==> src/mac_frame_cfg.svh <==
`ifndef MAC_FRAME_CFG_SVH
`define MAC_FRAME_CFG_SVH

// frame geometry in bytes
`define MAC_WORD_BYTES   8
`define MAC_HDR_BYTES    14
`define MAC_PAYLOAD_MAX  46
`define MAC_BODY_BYTES   60

// words after the preamble, the last one is half body half fcs
`define MAC_BODY_WORDS   8

// seven preamble bytes then the start frame delimiter
`define MAC_PREAMBLE_SFD 64'h55555555555555D5

// crc-32, non reflected, msb first
`define MAC_CRC_POLY     32'h04C11DB7
`define MAC_CRC_INIT     32'hFFFFFFFF

// byte that replaces the payload in fixed-fill mode
`define MAC_FILL_BYTE    8'h55

`endif

==> src/mac_frame_pkg.sv <==
`default_nettype none

`include "mac_frame_cfg.svh"

package mac_frame_pkg;

    // first field goes out first
    typedef struct packed {
        logic [47:0] dest_addr;
        logic [47:0] src_addr;
        logic [15:0] eth_type;     // ethertype or length
    } frame_hdr_t;

    // byte 0 is the top byte and the first one sent
    typedef logic [0:`MAC_PAYLOAD_MAX-1][7:0] payload_t;

    typedef logic [5:0] payload_len_t;    // 0..63, clamped to 46 inside

    // output word, first byte on the line in bits 63:56
    typedef logic [`MAC_WORD_BYTES*8-1:0] tx_word_t;

    // header + payload + padding, same byte order as payload_t
    typedef logic [0:`MAC_BODY_BYTES-1][7:0] body_t;

endpackage

`default_nettype wire

==> src/fcs_crc32.sv <==
`default_nettype none
`timescale 1ns/10ps

`include "mac_frame_cfg.svh"

module fcs_crc32 import mac_frame_pkg::*; (
    input  wire logic       clk,
    input  wire logic       i_rst_n,
    input  wire logic       i_init,         // restart for a new frame
    input  wire logic       i_update,       // fold i_data into the running crc
    input  wire tx_word_t   i_data,
    input  wire logic [3:0] i_nbytes,       // top bytes of i_data that count
    output logic [31:0]     o_fcs
);

    logic [31:0] crc_q;        // running crc, not complemented
    logic [31:0] crc_next;

    // byte-serial crc unrolled over one word, msb first
    always_comb begin
        crc_next = crc_q;
        for (int b = 0; b < `MAC_WORD_BYTES; b++) begin
            if (b < i_nbytes) begin
                crc_next = crc_next ^ {i_data[8*(`MAC_WORD_BYTES-b)-1 -: 8], 24'h000000};
                for (int k = 0; k < 8; k++) begin
                    if (crc_next[31]) begin
                        crc_next = (crc_next << 1) ^ `MAC_CRC_POLY;
                    end else begin
                        crc_next = crc_next << 1;
                    end
                end
            end
        end
    end

    // includes the word presented now
    assign o_fcs = ~crc_next;

    always_ff @(posedge clk or negedge i_rst_n) begin
        if (!i_rst_n) begin
            crc_q <= `MAC_CRC_INIT;
        end else if (i_init) begin
            crc_q <= `MAC_CRC_INIT;
        end else if (i_update) begin
            crc_q <= crc_next;
        end
    end

endmodule

`default_nettype wire

==> src/frame_builder.sv <==
`default_nettype none
`timescale 1ns/10ps

`include "mac_frame_cfg.svh"

module frame_builder import mac_frame_pkg::*; (
    input  wire logic         clk,
    input  wire logic         i_rst_n,
    input  wire logic         i_load,          // capture a new frame
    input  wire logic         i_shift,         // advance to the next word
    input  wire frame_hdr_t   i_hdr,
    input  wire payload_t     i_payload,
    input  wire payload_len_t i_payload_len,
    input  wire logic         i_fixed_fill,
    output tx_word_t          o_word
);

    payload_len_t len_clamped;
    payload_t     pay_fmt;      // payload after fill and padding
    body_t        body_next;
    body_t        body_q;       // shift register, top bytes go out first

    // anything past the minimum frame is cut off
    assign len_clamped = (i_payload_len > payload_len_t'(`MAC_PAYLOAD_MAX)) ?
                         payload_len_t'(`MAC_PAYLOAD_MAX) : i_payload_len;

    always_comb begin
        for (int i = 0; i < `MAC_PAYLOAD_MAX; i++) begin
            if (i >= len_clamped) begin
                pay_fmt[i] = 8'h00;                // zero padding
            end else if (i_fixed_fill) begin
                pay_fmt[i] = `MAC_FILL_BYTE;
            end else begin
                pay_fmt[i] = i_payload[i];
            end
        end

        // header first, then payload and padding
        body_next[0:`MAC_HDR_BYTES-1]               = i_hdr;
        body_next[`MAC_HDR_BYTES:`MAC_BODY_BYTES-1] = pay_fmt;
    end

    always_ff @(posedge clk or negedge i_rst_n) begin
        if (!i_rst_n) begin
            body_q <= '0;
        end else if (i_load) begin
            body_q <= body_next;
        end else if (i_shift) begin
            // move up one word, zeros come in at the tail
            body_q <= {body_q[`MAC_WORD_BYTES:`MAC_BODY_BYTES-1],
                       {`MAC_WORD_BYTES{8'h00}}};
        end
    end

    // last word holds bytes 56..59 and four zero bytes
    assign o_word = body_q[0:`MAC_WORD_BYTES-1];

endmodule

`default_nettype wire

==> src/mac_frame_gen.sv <==
`default_nettype none
`timescale 1ns/10ps

module mac_frame_gen import mac_frame_pkg::*; (
    input  wire logic         clk,
    input  wire logic         i_rst_n,
    input  wire logic         i_start,
    input  wire frame_hdr_t   i_hdr,
    input  wire payload_t     i_payload,
    input  wire payload_len_t i_payload_len,
    input  wire logic         i_fixed_fill,     // payload replaced by fill byte
    output logic              o_valid,
    output tx_word_t          o_data,
    output logic              o_done
);

    logic        load;
    logic        shift;
    tx_word_t    body_word;
    logic        crc_init;
    logic        crc_update;
    tx_word_t    crc_word;
    logic [3:0]  crc_nbytes;
    logic [31:0] fcs;

    frame_builder u_frame_builder (
        .clk           (clk),
        .i_rst_n       (i_rst_n),
        .i_load        (load),
        .i_shift       (shift),
        .i_hdr         (i_hdr),
        .i_payload     (i_payload),
        .i_payload_len (i_payload_len),
        .i_fixed_fill  (i_fixed_fill),
        .o_word        (body_word)
    );

    fcs_crc32 u_fcs_crc32 (
        .clk      (clk),
        .i_rst_n  (i_rst_n),
        .i_init   (crc_init),
        .i_update (crc_update),
        .i_data   (crc_word),
        .i_nbytes (crc_nbytes),
        .o_fcs    (fcs)
    );

    tx_sequencer u_tx_sequencer (
        .clk          (clk),
        .i_rst_n      (i_rst_n),
        .i_start      (i_start),
        .i_body_word  (body_word),
        .i_fcs        (fcs),
        .o_load       (load),
        .o_shift      (shift),
        .o_crc_init   (crc_init),
        .o_crc_update (crc_update),
        .o_crc_word   (crc_word),
        .o_crc_nbytes (crc_nbytes),
        .o_valid      (o_valid),
        .o_data       (o_data),
        .o_done       (o_done)
    );

endmodule

`default_nettype wire

==> src/tx_sequencer.sv <==
`default_nettype none
`timescale 1ns/10ps

`include "mac_frame_cfg.svh"

module tx_sequencer import mac_frame_pkg::*; (
    input  wire logic       clk,
    input  wire logic       i_rst_n,
    input  wire logic       i_start,
    input  wire tx_word_t   i_body_word,    // current word from the builder
    input  wire logic [31:0] i_fcs,
    output logic            o_load,
    output logic            o_shift,
    output logic            o_crc_init,
    output logic            o_crc_update,
    output tx_word_t        o_crc_word,
    output logic [3:0]      o_crc_nbytes,
    output logic            o_valid,
    output tx_word_t        o_data,
    output logic            o_done
);

    typedef enum logic [1:0] {
        ST_IDLE,
        ST_PREAMBLE,
        ST_BODY,
        ST_DONE
    } state_t;

    state_t     state;
    logic [2:0] word_cnt;      // body word being sent, 0..7
    logic       accept;
    logic       last_word;
    logic       pre_last;

    // a start during a frame is dropped, the done cycle takes a new one
    assign accept    = i_start && (state == ST_IDLE || state == ST_DONE);
    assign last_word = (word_cnt == 3'(`MAC_BODY_WORDS - 1));
    assign pre_last  = (word_cnt == 3'(`MAC_BODY_WORDS - 2));

    // load and init land on the start edge so word 1 is ready in PREAMBLE
    assign o_load     = accept;
    assign o_crc_init = accept;

    // crc sees each body word one cycle before it is sent
    always_ff @(posedge clk) begin
        o_crc_word <= i_body_word;
    end

    always_ff @(posedge clk or negedge i_rst_n) begin
        if (!i_rst_n) begin
            state        <= ST_IDLE;
            word_cnt     <= '0;
            o_shift      <= 1'b0;
            o_crc_update <= 1'b0;
            o_crc_nbytes <= '0;
            o_valid      <= 1'b0;
            o_data       <= '0;
            o_done       <= 1'b0;
        end else begin
            o_shift      <= 1'b0;
            o_crc_update <= 1'b0;
            o_valid      <= 1'b0;
            o_data       <= '0;
            o_done       <= 1'b0;

            case (state)
                ST_IDLE: begin
                    if (accept) begin
                        state   <= ST_PREAMBLE;
                        o_shift <= 1'b1;            // word 2 behind word 1
                    end
                end
                ST_PREAMBLE: begin
                    o_valid      <= 1'b1;
                    o_data       <= `MAC_PREAMBLE_SFD;
                    o_shift      <= 1'b1;
                    o_crc_update <= 1'b1;           // word 1 into the crc
                    o_crc_nbytes <= 4'(`MAC_WORD_BYTES);
                    word_cnt     <= '0;
                    state        <= ST_BODY;
                end
                ST_BODY: begin
                    o_valid  <= 1'b1;
                    word_cnt <= word_cnt + 3'd1;
                    if (last_word) begin
                        // bytes 56..59 then the fcs
                        o_data <= {o_crc_word[63:32], i_fcs};
                        state  <= ST_DONE;
                    end else begin
                        o_data       <= o_crc_word;
                        o_shift      <= 1'b1;
                        o_crc_update <= 1'b1;
                        // last word has only four body bytes
                        o_crc_nbytes <= pre_last ? 4'(`MAC_WORD_BYTES / 2) :
                                                   4'(`MAC_WORD_BYTES);
                    end
                end
                ST_DONE: begin
                    o_done <= 1'b1;
                    if (accept) begin
                        state   <= ST_PREAMBLE;     // back-to-back frame
                        o_shift <= 1'b1;
                    end else begin
                        state <= ST_IDLE;
                    end
                end
                default: begin
                    state <= ST_IDLE;
                end
            endcase
        end
    end

endmodule

`default_nettype wire
==> config.mk <==
export PLATFORM = sky130hd
export DESIGN_NAME = mac_frame_gen
export DESIGN_NICKNAME = d
export VERILOG_FILES = /design/src/mac_frame_pkg.sv /design/src/fcs_crc32.sv /design/src/frame_builder.sv /design/src/mac_frame_gen.sv /design/src/tx_sequencer.sv
export VERILOG_INCLUDE_DIRS = /design/src
export SDC_FILE = /design/constraint.sdc
export NUM_CORES = 2
export LEC_CHECK = 0
export BUFFER_PORTS_ARGS = -buffer_cell sky130_fd_sc_hd__buf_2
export CAP_MARGIN = 15
export CORE_UTILIZATION = 59
export DETAILED_ROUTE_END_ITERATION = 7
export PLACE_DENSITY = 0.93
export SLEW_MARGIN = 40
export SYNTH_ARGS = -nofsm -noshare
export SYNTH_HDL_FRONTEND = slang
export SYNTH_SLANG_ARGS = --single-unit
==> constraint.sdc <==
create_clock -name clk -period 11.1 [get_ports clk]
set_input_delay 2.22 -clock clk [delete_from_list [all_inputs] [get_ports clk]]
set_output_delay 2.22 -clock clk [all_outputs]
set_load 0.02 [all_outputs]
## After elaboration in Yosys (flattened, before gate mapping)

Cells that the tools add are included.

| storage, ports and cells | value |
|---|---|
| bits in registers | 653 |
| bits of input ports | 490 |
| output and inout port bits | 66 |

| cells by class | value |
|---|---|
| $add $sub $neg | 1 |
| magnitude comparators | 55 |
| eq/ne operators | 8 |
| mux-type cells | 241 |
| bitwise gates (word level) | 73 |
| reductions and logical operators | 10 |

Operators with widths:

| cell | count |
|---|---|
| two-way mux 32 bit | 67 |
| two-way mux 27 bit | 64 |
| two-way mux 480 bit | 2 |
| inverter 14 bit | 64 |
| two-way mux 8 bit | 92 |
| bitwise XOR 32 bit | 8 |
| one-hot mux 64 bit (2 select lines) | 1 |
| >= comparator 5 x 6 -> 1 bit (first input constant) | 16 |
| >= comparator 6 bit (first input constant) | 14 |
| >= comparator 4 x 6 -> 1 bit (first input constant) | 8 |
| inverter 32 bit | 1 |
| >= comparator 3 x 6 -> 1 bit (first input constant) | 4 |
| < comparator 3 x 4 -> 1 bit (first input constant) | 4 |
| >= comparator 1 x 6 -> 1 bit (first input constant) | 2 |
| >= comparator 2 x 6 -> 1 bit (first input constant) | 2 |
| < comparator 1 x 4 -> 1 bit (first input constant) | 2 |
| < comparator 2 x 4 -> 1 bit (first input constant) | 2 |
| two-way mux 4 bit | 2 |
| one-hot mux 2 bit (4 select lines) | 1 |
| one-hot mux 4 bit (2 select lines) | 1 |
| equality test 3 bit (second input constant) | 2 |
| > comparator 6 bit (second input constant) | 1 |
| two-way mux 6 bit | 1 |
| one-hot mux 3 bit (2 select lines) | 1 |
| other kinds (15) | 26 |

## Longest topological paths before layout

| logic depth | value |
|---|---|
| word-level depth | 203 |
| depth in mapped cells | 32 |
| mapped depth without buffers | 26 |

## Cells and area by module

Synthesis repeated with hierarchy kept, for this count alone.

| unflattened totals | value |
|---|---|
| cells, all modules | 4272 |
| area total of the unflattened synthesis | 41407.2 um^2 |

By module, submodules not included:

| module | instances | cells each | area an instance (um^2) | sequential area each (um^2) |
|---|---|---|---|---|
| frame_builder | 1 | 2422 | 24186.9 | 12011.5 |
| fcs_crc32 | 1 | 1538 | 12931.2 | 840.8 |
| tx_sequencer | 1 | 312 | 4289.1 | 3158.0 |

## Worst setup path after synthesis

OpenSTA, ideal clock, no wires.

| path | value |
|---|---|
| path kind | flip-flop to flip-flop |
| start | register u_fcs_crc32.crc_q[30] |
| end | register u_fcs_crc32.crc_q[9] |
| data arrival time | 8.593 ns |
| setup slack | 2.424 ns |
| cell stages (with the launch flop) | 28 |
| clock period less this slack | 8.676 ns |
| cell sequence | dfstp_2 buf_4 xor2_2 xnor3_1 xnor2_2 a31o_2 nor2_2 xor3_1 or3_1 a31oi_1 xnor2_2 nand3_1 and4b_1 a2111oi_2 a211oi_1 or4_1 nand2_1 xnor3_1 and3b_1 nor4_4 xnor3_1 xnor2_1 a21oi_1 xnor2_4 xnor2_1 xnor2_1 mux2_2 a311o_1 |

| on the way | value |
|---|---|
| cells in the longest elaborated chain, start to end | 151 |
| elaborated cells on any way between the ends | 196 |
| those cells by class | mux (129); bitwise (67) |

RTL lines:

| what | line | source |
|---|---|---|
| start: declaration | fcs_crc32.sv:16 | `logic [31:0] crc_q;` |
| start signal: assignment | fcs_crc32.sv:41 | `` crc_q <= `MAC_CRC_INIT; `` |
| start signal: assignment | fcs_crc32.sv:43 | `` crc_q <= `MAC_CRC_INIT; `` |
| start signal: assignment | fcs_crc32.sv:45 | `crc_q <= crc_next;` |
| bitwise XOR 32 bit | fcs_crc32.sv:24 | `` crc_next = crc_next ^ {i_data[8*(`MAC_WORD_BYTES-b)-1 -: 8], 24'h000000}; `` |
| two-way mux 32 bit | fcs_crc32.sv:23 | `if (b < i_nbytes) begin` |
| two-way mux 27 bit | fcs_crc32.sv:26 | `if (crc_next[31]) begin` |
| two-way mux 32 bit | fcs_crc32.sv:23 |  |
| inverter 14 bit (no source line) | n/a |  |
| two-way mux 27 bit | fcs_crc32.sv:26 |  |
| two-way mux 32 bit | fcs_crc32.sv:23 |  |
| two-way mux 27 bit or inverter 14 bit (tied branches) | n/a |  |
| (+135 left out) | n/a |  |
| two-way mux 32 bit | fcs_crc32.sv:23 |  |
| inverter 14 bit (no source line) | n/a |  |
| two-way mux 27 bit | fcs_crc32.sv:26 |  |
| two-way mux 32 bit | fcs_crc32.sv:23 |  |
| two-way mux 27 bit | fcs_crc32.sv:26 |  |
| two-way mux 32 bit (*) | fcs_crc32.sv:23 |  |
| two-way mux 32 bit (*) | fcs_crc32.sv:44 | `end else if (i_update) begin` |
| two-way mux 32 bit (*) | fcs_crc32.sv:42 | `end else if (i_init) begin` |

Every way passes the cells marked *; elsewhere a longest branch is shown, timed or not. The select of a mux whose other input is x is not followed.
A chain may end at the register's enable or synchronous reset.

## Worst setup path after layout

| path | value |
|---|---|
| start | register u_tx_sequencer.o_crc_nbytes[3] |
| end | register u_fcs_crc32.crc_q[25] |

| on the way | value |
|---|---|
| cells in the longest elaborated chain, start to end | 142 |
| elaborated cells on any way between the ends | 180 |
| those cells by class | order compare (8); mux (115); bitwise (57) |

RTL lines:

| what | line | source |
|---|---|---|
| start: declaration | tx_sequencer.sv:17 | `output logic [3:0] o_crc_nbytes,` |
| start signal: assignment | tx_sequencer.sv:79 | `` o_crc_nbytes <= 4'(`MAC_WORD_BYTES); `` |
| start signal: assignment | tx_sequencer.sv:95 | `` o_crc_nbytes <= pre_last ? 4'(`MAC_WORD_BYTES / 2) : `` |
| < comparator 1 x 4 -> 1 bit | fcs_crc32.sv:23 |  |
| two-way mux 32 bit | fcs_crc32.sv:23 |  |
| bitwise XOR 32 bit | fcs_crc32.sv:24 |  |
| inverter 14 bit (no source line) | n/a |  |
| two-way mux 27 bit | fcs_crc32.sv:26 |  |
| two-way mux 32 bit | fcs_crc32.sv:23 |  |
| two-way mux 27 bit or inverter 14 bit (tied branches) | n/a |  |
| two-way mux 32 bit or two-way mux 27 bit (tied branches) | fcs_crc32.sv:23, fcs_crc32.sv:26 |  |
| (+126 left out) | n/a |  |
| two-way mux 27 bit | fcs_crc32.sv:26 |  |
| two-way mux 32 bit | fcs_crc32.sv:23 |  |
| two-way mux 27 bit | fcs_crc32.sv:26 |  |
| two-way mux 32 bit | fcs_crc32.sv:23 |  |
| two-way mux 27 bit | fcs_crc32.sv:26 |  |
| two-way mux 32 bit (*) | fcs_crc32.sv:23 |  |
| two-way mux 32 bit (*) | fcs_crc32.sv:44 |  |
| two-way mux 32 bit (*) | fcs_crc32.sv:42 |  |

Marks and branches as above.

==> flow_summary_export.csv <==
group,metric,value,unit
final_layout,nets,4964,
route,ant_nets,0,
synth,ys_seq_area_share,41.5,%
route,drt_pass1_iterations,7,
global_route,grt_max_degree,232,
synth,yosys_warnings,0,
synth,postSynthAreaPerCell,9.61,um2
final_layout,final_cell_mix,"554 x buf_2, 552 x dfrtp_1, 439 x nor2_1",
global_route,grt_overflow,0,
route,wl,159000,um
worst_setup_path,cpLargestDelayFamily,"XOR/XNOR gates",
worst_hold_path,hold_path_class,"flip-flop to flip-flop",
worst_setup_path,critPathLaunch,"u_tx_sequencer.o_crc_nbytes[3]",
sta,slew-limit-headroom,35.1,%
worst_setup_path,r2r-end,"u_fcs_crc32.crc_q[25]",
synth,synth_top_cell_area_share,36.0,%
worst_setup_path,reg2reg_depth,27,
worst_hold_path,whs_endpoint,"u_tx_sequencer.o_crc_word[37]",
sta,finalMaxSlewViolations,0,
cts,cts_tree,"yes",
floorplan,rows,93,
sta,fin_crit,10.14,ns
worst_hold_path,hold_depth,0,
cts,postCtsHoldBufs,0,
sta,rsz0062_at_grt,"no",
route,drt_iter0_markers,5579,
synth,synth-main-ff-cell,"dfrtp_1",
final_layout,final_common_cell,"buf_2",
floorplan,io_pins,556,
synth,netlist_area,38600,um2
final_layout,multi_input_area,21400,um2
synth,syn_inst,4015,
worst_setup_path,r2r_slack,0.96,ns
cts,clk_latency,0.63,ns
cts,clock_sinks,651,
cts,clockBufferDepth,3,
cts,root_buffer,"clkbuf_16",
sta,min_period_over_period,91.4,%
sta,clock.fmax,98.6,MHz
worst_hold_path,min_from,"u_frame_builder.o_word[37]",
sta,worst_pin_slew,0.968,ns
status,outcome,"completed",
synth,synthTopCellsByArea,"dfrtp_1 36%, xnor2_1 7.8%, mux2i_1 7.1%",
worst_setup_path,cpMostUsedCell,"xnor3_1",
worst_setup_path,worst-path-max-fanout,32,
synth,yosysUniqueCellTypes,102,
sta,setup_tns,0,ns
global_route,grt_pass1_wl,226000,um
route,vias,36100,
floorplan,core_area,64600,um2
worst_setup_path,crit_arrival,10.68,ns
worst_setup_path,worstSetupPathType,"flip-flop to flip-flop",
floorplan,initial_core_util,59.7,%
sta,setup_viol_count_final,0,
sta,final-hold-violation-count,0,
worst_setup_path,critPathRequiredTime,11.64,ns
floorplan,die_w,258,um
synth,async_flop_share,90.2,%
route,drc,0,
global_route,grt_pass1_vias,33900,
worst_setup_path,max_stage_delay,0.67,ns
final_layout,seqCellArea,16000,um2
worst_setup_path,start_kind,"flip-flop",
run,cap_violations,0,
global_route,antenna_found_initial,91,
worst_setup_path,crit_path_end_kind,"flip-flop",
synth,synth_area_leader_cell,"dfrtp_1",
place,gp_congestion,1.04,
floorplan,die_h,258,um
synth,synth-seq-cells,651,
global_route,grt_usage,46.3,%
cts,postCtsSetupBuffers,0,
place,dp_cells,5245,
synth,syn-num-nets,4512,
synth,synth_edf_count,0,
worst_setup_path,r2r-start,"u_tx_sequencer.o_crc_nbytes[3]",
cts,h-tree-depth,3,
cts,cts.clk_slew.worst_paths,0.07,ns
final_layout,instances_no_fill,5459,
final_layout,drive_gt1_share,20.8,%
route,wl_per_cell,29.1,um
floorplan,fp.dieArea,66400,um2
place,place_hpwl,118000,um
final_layout,syn_to_final_growth,16.8,%
cts,cts_buffers,71,
route,vias_per_cell,6.62,
sta,finalClockSkew,0.0310,ns
place,port_buffers,555,
worst_setup_path,cp_slowest_cell,"dfrtp_2",
final_layout,fillerInstances,4722,
cts,cts-resized-gates,0,
worst_setup_path,worst-path-buf-inv,1,
-- cell families (layout without fill, tap and decap cells) --
| kind of cell | count (synthesis) | count (layout) | synth area share (%) |
|---|---|---|---|
| xor gates and xnor gates | 558 | 558 | 16.6 |
| and+or+nand+nor | 1125 | 1125 | 13.2 |
| muxes | 287 | 287 | 7.51 |
| buffers and inverters | 307 | 814 | 3.12 |
| AOI/OAI and AO/OA | 1080 | 1080 | 17.9 |
| adders and majority gates | 7 | 7 | 0.227 |
| DFF | 651 | 651 | 41.5 |
| other | 0 | 82 | 0 |
-- cells in the mapped netlist, types with 12 or more instances --
| cell type | instances |
|---|---|
| dfrtp_1 | 555 |
| nor2_1 | 441 |
| o21ai_0 | 423 |
| nand2_1 | 353 |
| xnor2_1 | 343 |
| mux2i_1 | 273 |
| clkbuf_1 | 231 |
| a21oi_1 | 183 |
| o211ai_1 | 111 |
| xor2_1 | 97 |
| a221oi_1 | 91 |
| xnor3_1 | 74 |
| dfxtp_1 | 64 |
| nor3_1 | 51 |
| and2_1 | 48 |
| nand3_1 | 45 |
| a31oi_1 | 41 |
| or3_1 | 39 |
| a22o_1 | 32 |
| buf_1 | 32 |
| dfstp_2 | 32 |
| inv_1 | 27 |
| a211oi_1 | 24 |
| and3_1 | 24 |
| a21o_1 | 18 |
| or2_2 | 18 |
| o21a_1 | 17 |
| xnor2_2 | 17 |
| nor2b_1 | 15 |
| nand4_1 | 14 |
| nand2b_1 | 13 |
| o31ai_1 | 13 |
| mux2_2 | 12 |
-- registers in the layout (all words and copies together), names as in the netlist, 2 cells and up --
name and flops:
u_frame_builder.o_word 64, u_tx_sequencer.o_crc_word 64, u_tx_sequencer.o_crc_nbytes 2, u_tx_sequencer.o_data 64, u_frame_builder.body_q 416, u_tx_sequencer.state 2, u_fcs_crc32.crc_q 32, u_tx_sequencer.word_cnt 3
-- worst max path at each step --
stage	cells past startpoint	end	slack [ns]
4_1_cts	27	u_fcs_crc32.crc_q[7]	1.09
2_1_floorplan	27	u_fcs_crc32.crc_q[9]	2.42
5_1_grt	27	u_tx_sequencer.o_data[10]	0.62
6_report	27	u_fcs_crc32.crc_q[25]	0.96
3_5_place_dp	27	u_fcs_crc32.crc_q[7]	1.18
3_3_place_gp	27	u_tx_sequencer.o_data[10]	1.07
-- through the flow --
stage          setup slack, ns  util (%)  hold slack (ns)  instance area [um2]
2_1_floorplan             2.42         -            0.347                38600
3_3_place_gp              1.07      65.3            0.351                42200
3_5_place_dp              1.18      65.5            0.355                42300
4_1_cts                   1.09      69.3            0.369                44700
5_1_grt                  0.622      69.7            0.369                45000
6_report                 0.957      69.8            0.371                45100
-- layer usage --
metal	wire length [um]	GRT usage, %
met5	127	0
met4	14900	35.2
met3	17400	10.6
met2	69700	69.6
met1	56600	58.4
-- area by class of cell --
cell class | count | area share (%)
inverter | 27 | 0.225
tap | 855 | 2.37
multi-input combinational | 3057 | 47.6
timing repair buffer | 659 | 8.40
clock buffer | 104 | 4.60
sequential | 651 | 35.6
clock inverter | 24 | 0.786
antenna | 82 | 0.455
Power is left out: the tool's default activity adds up to more than one toggle a clock period on the data nets, which glitch-free logic cannot reach.
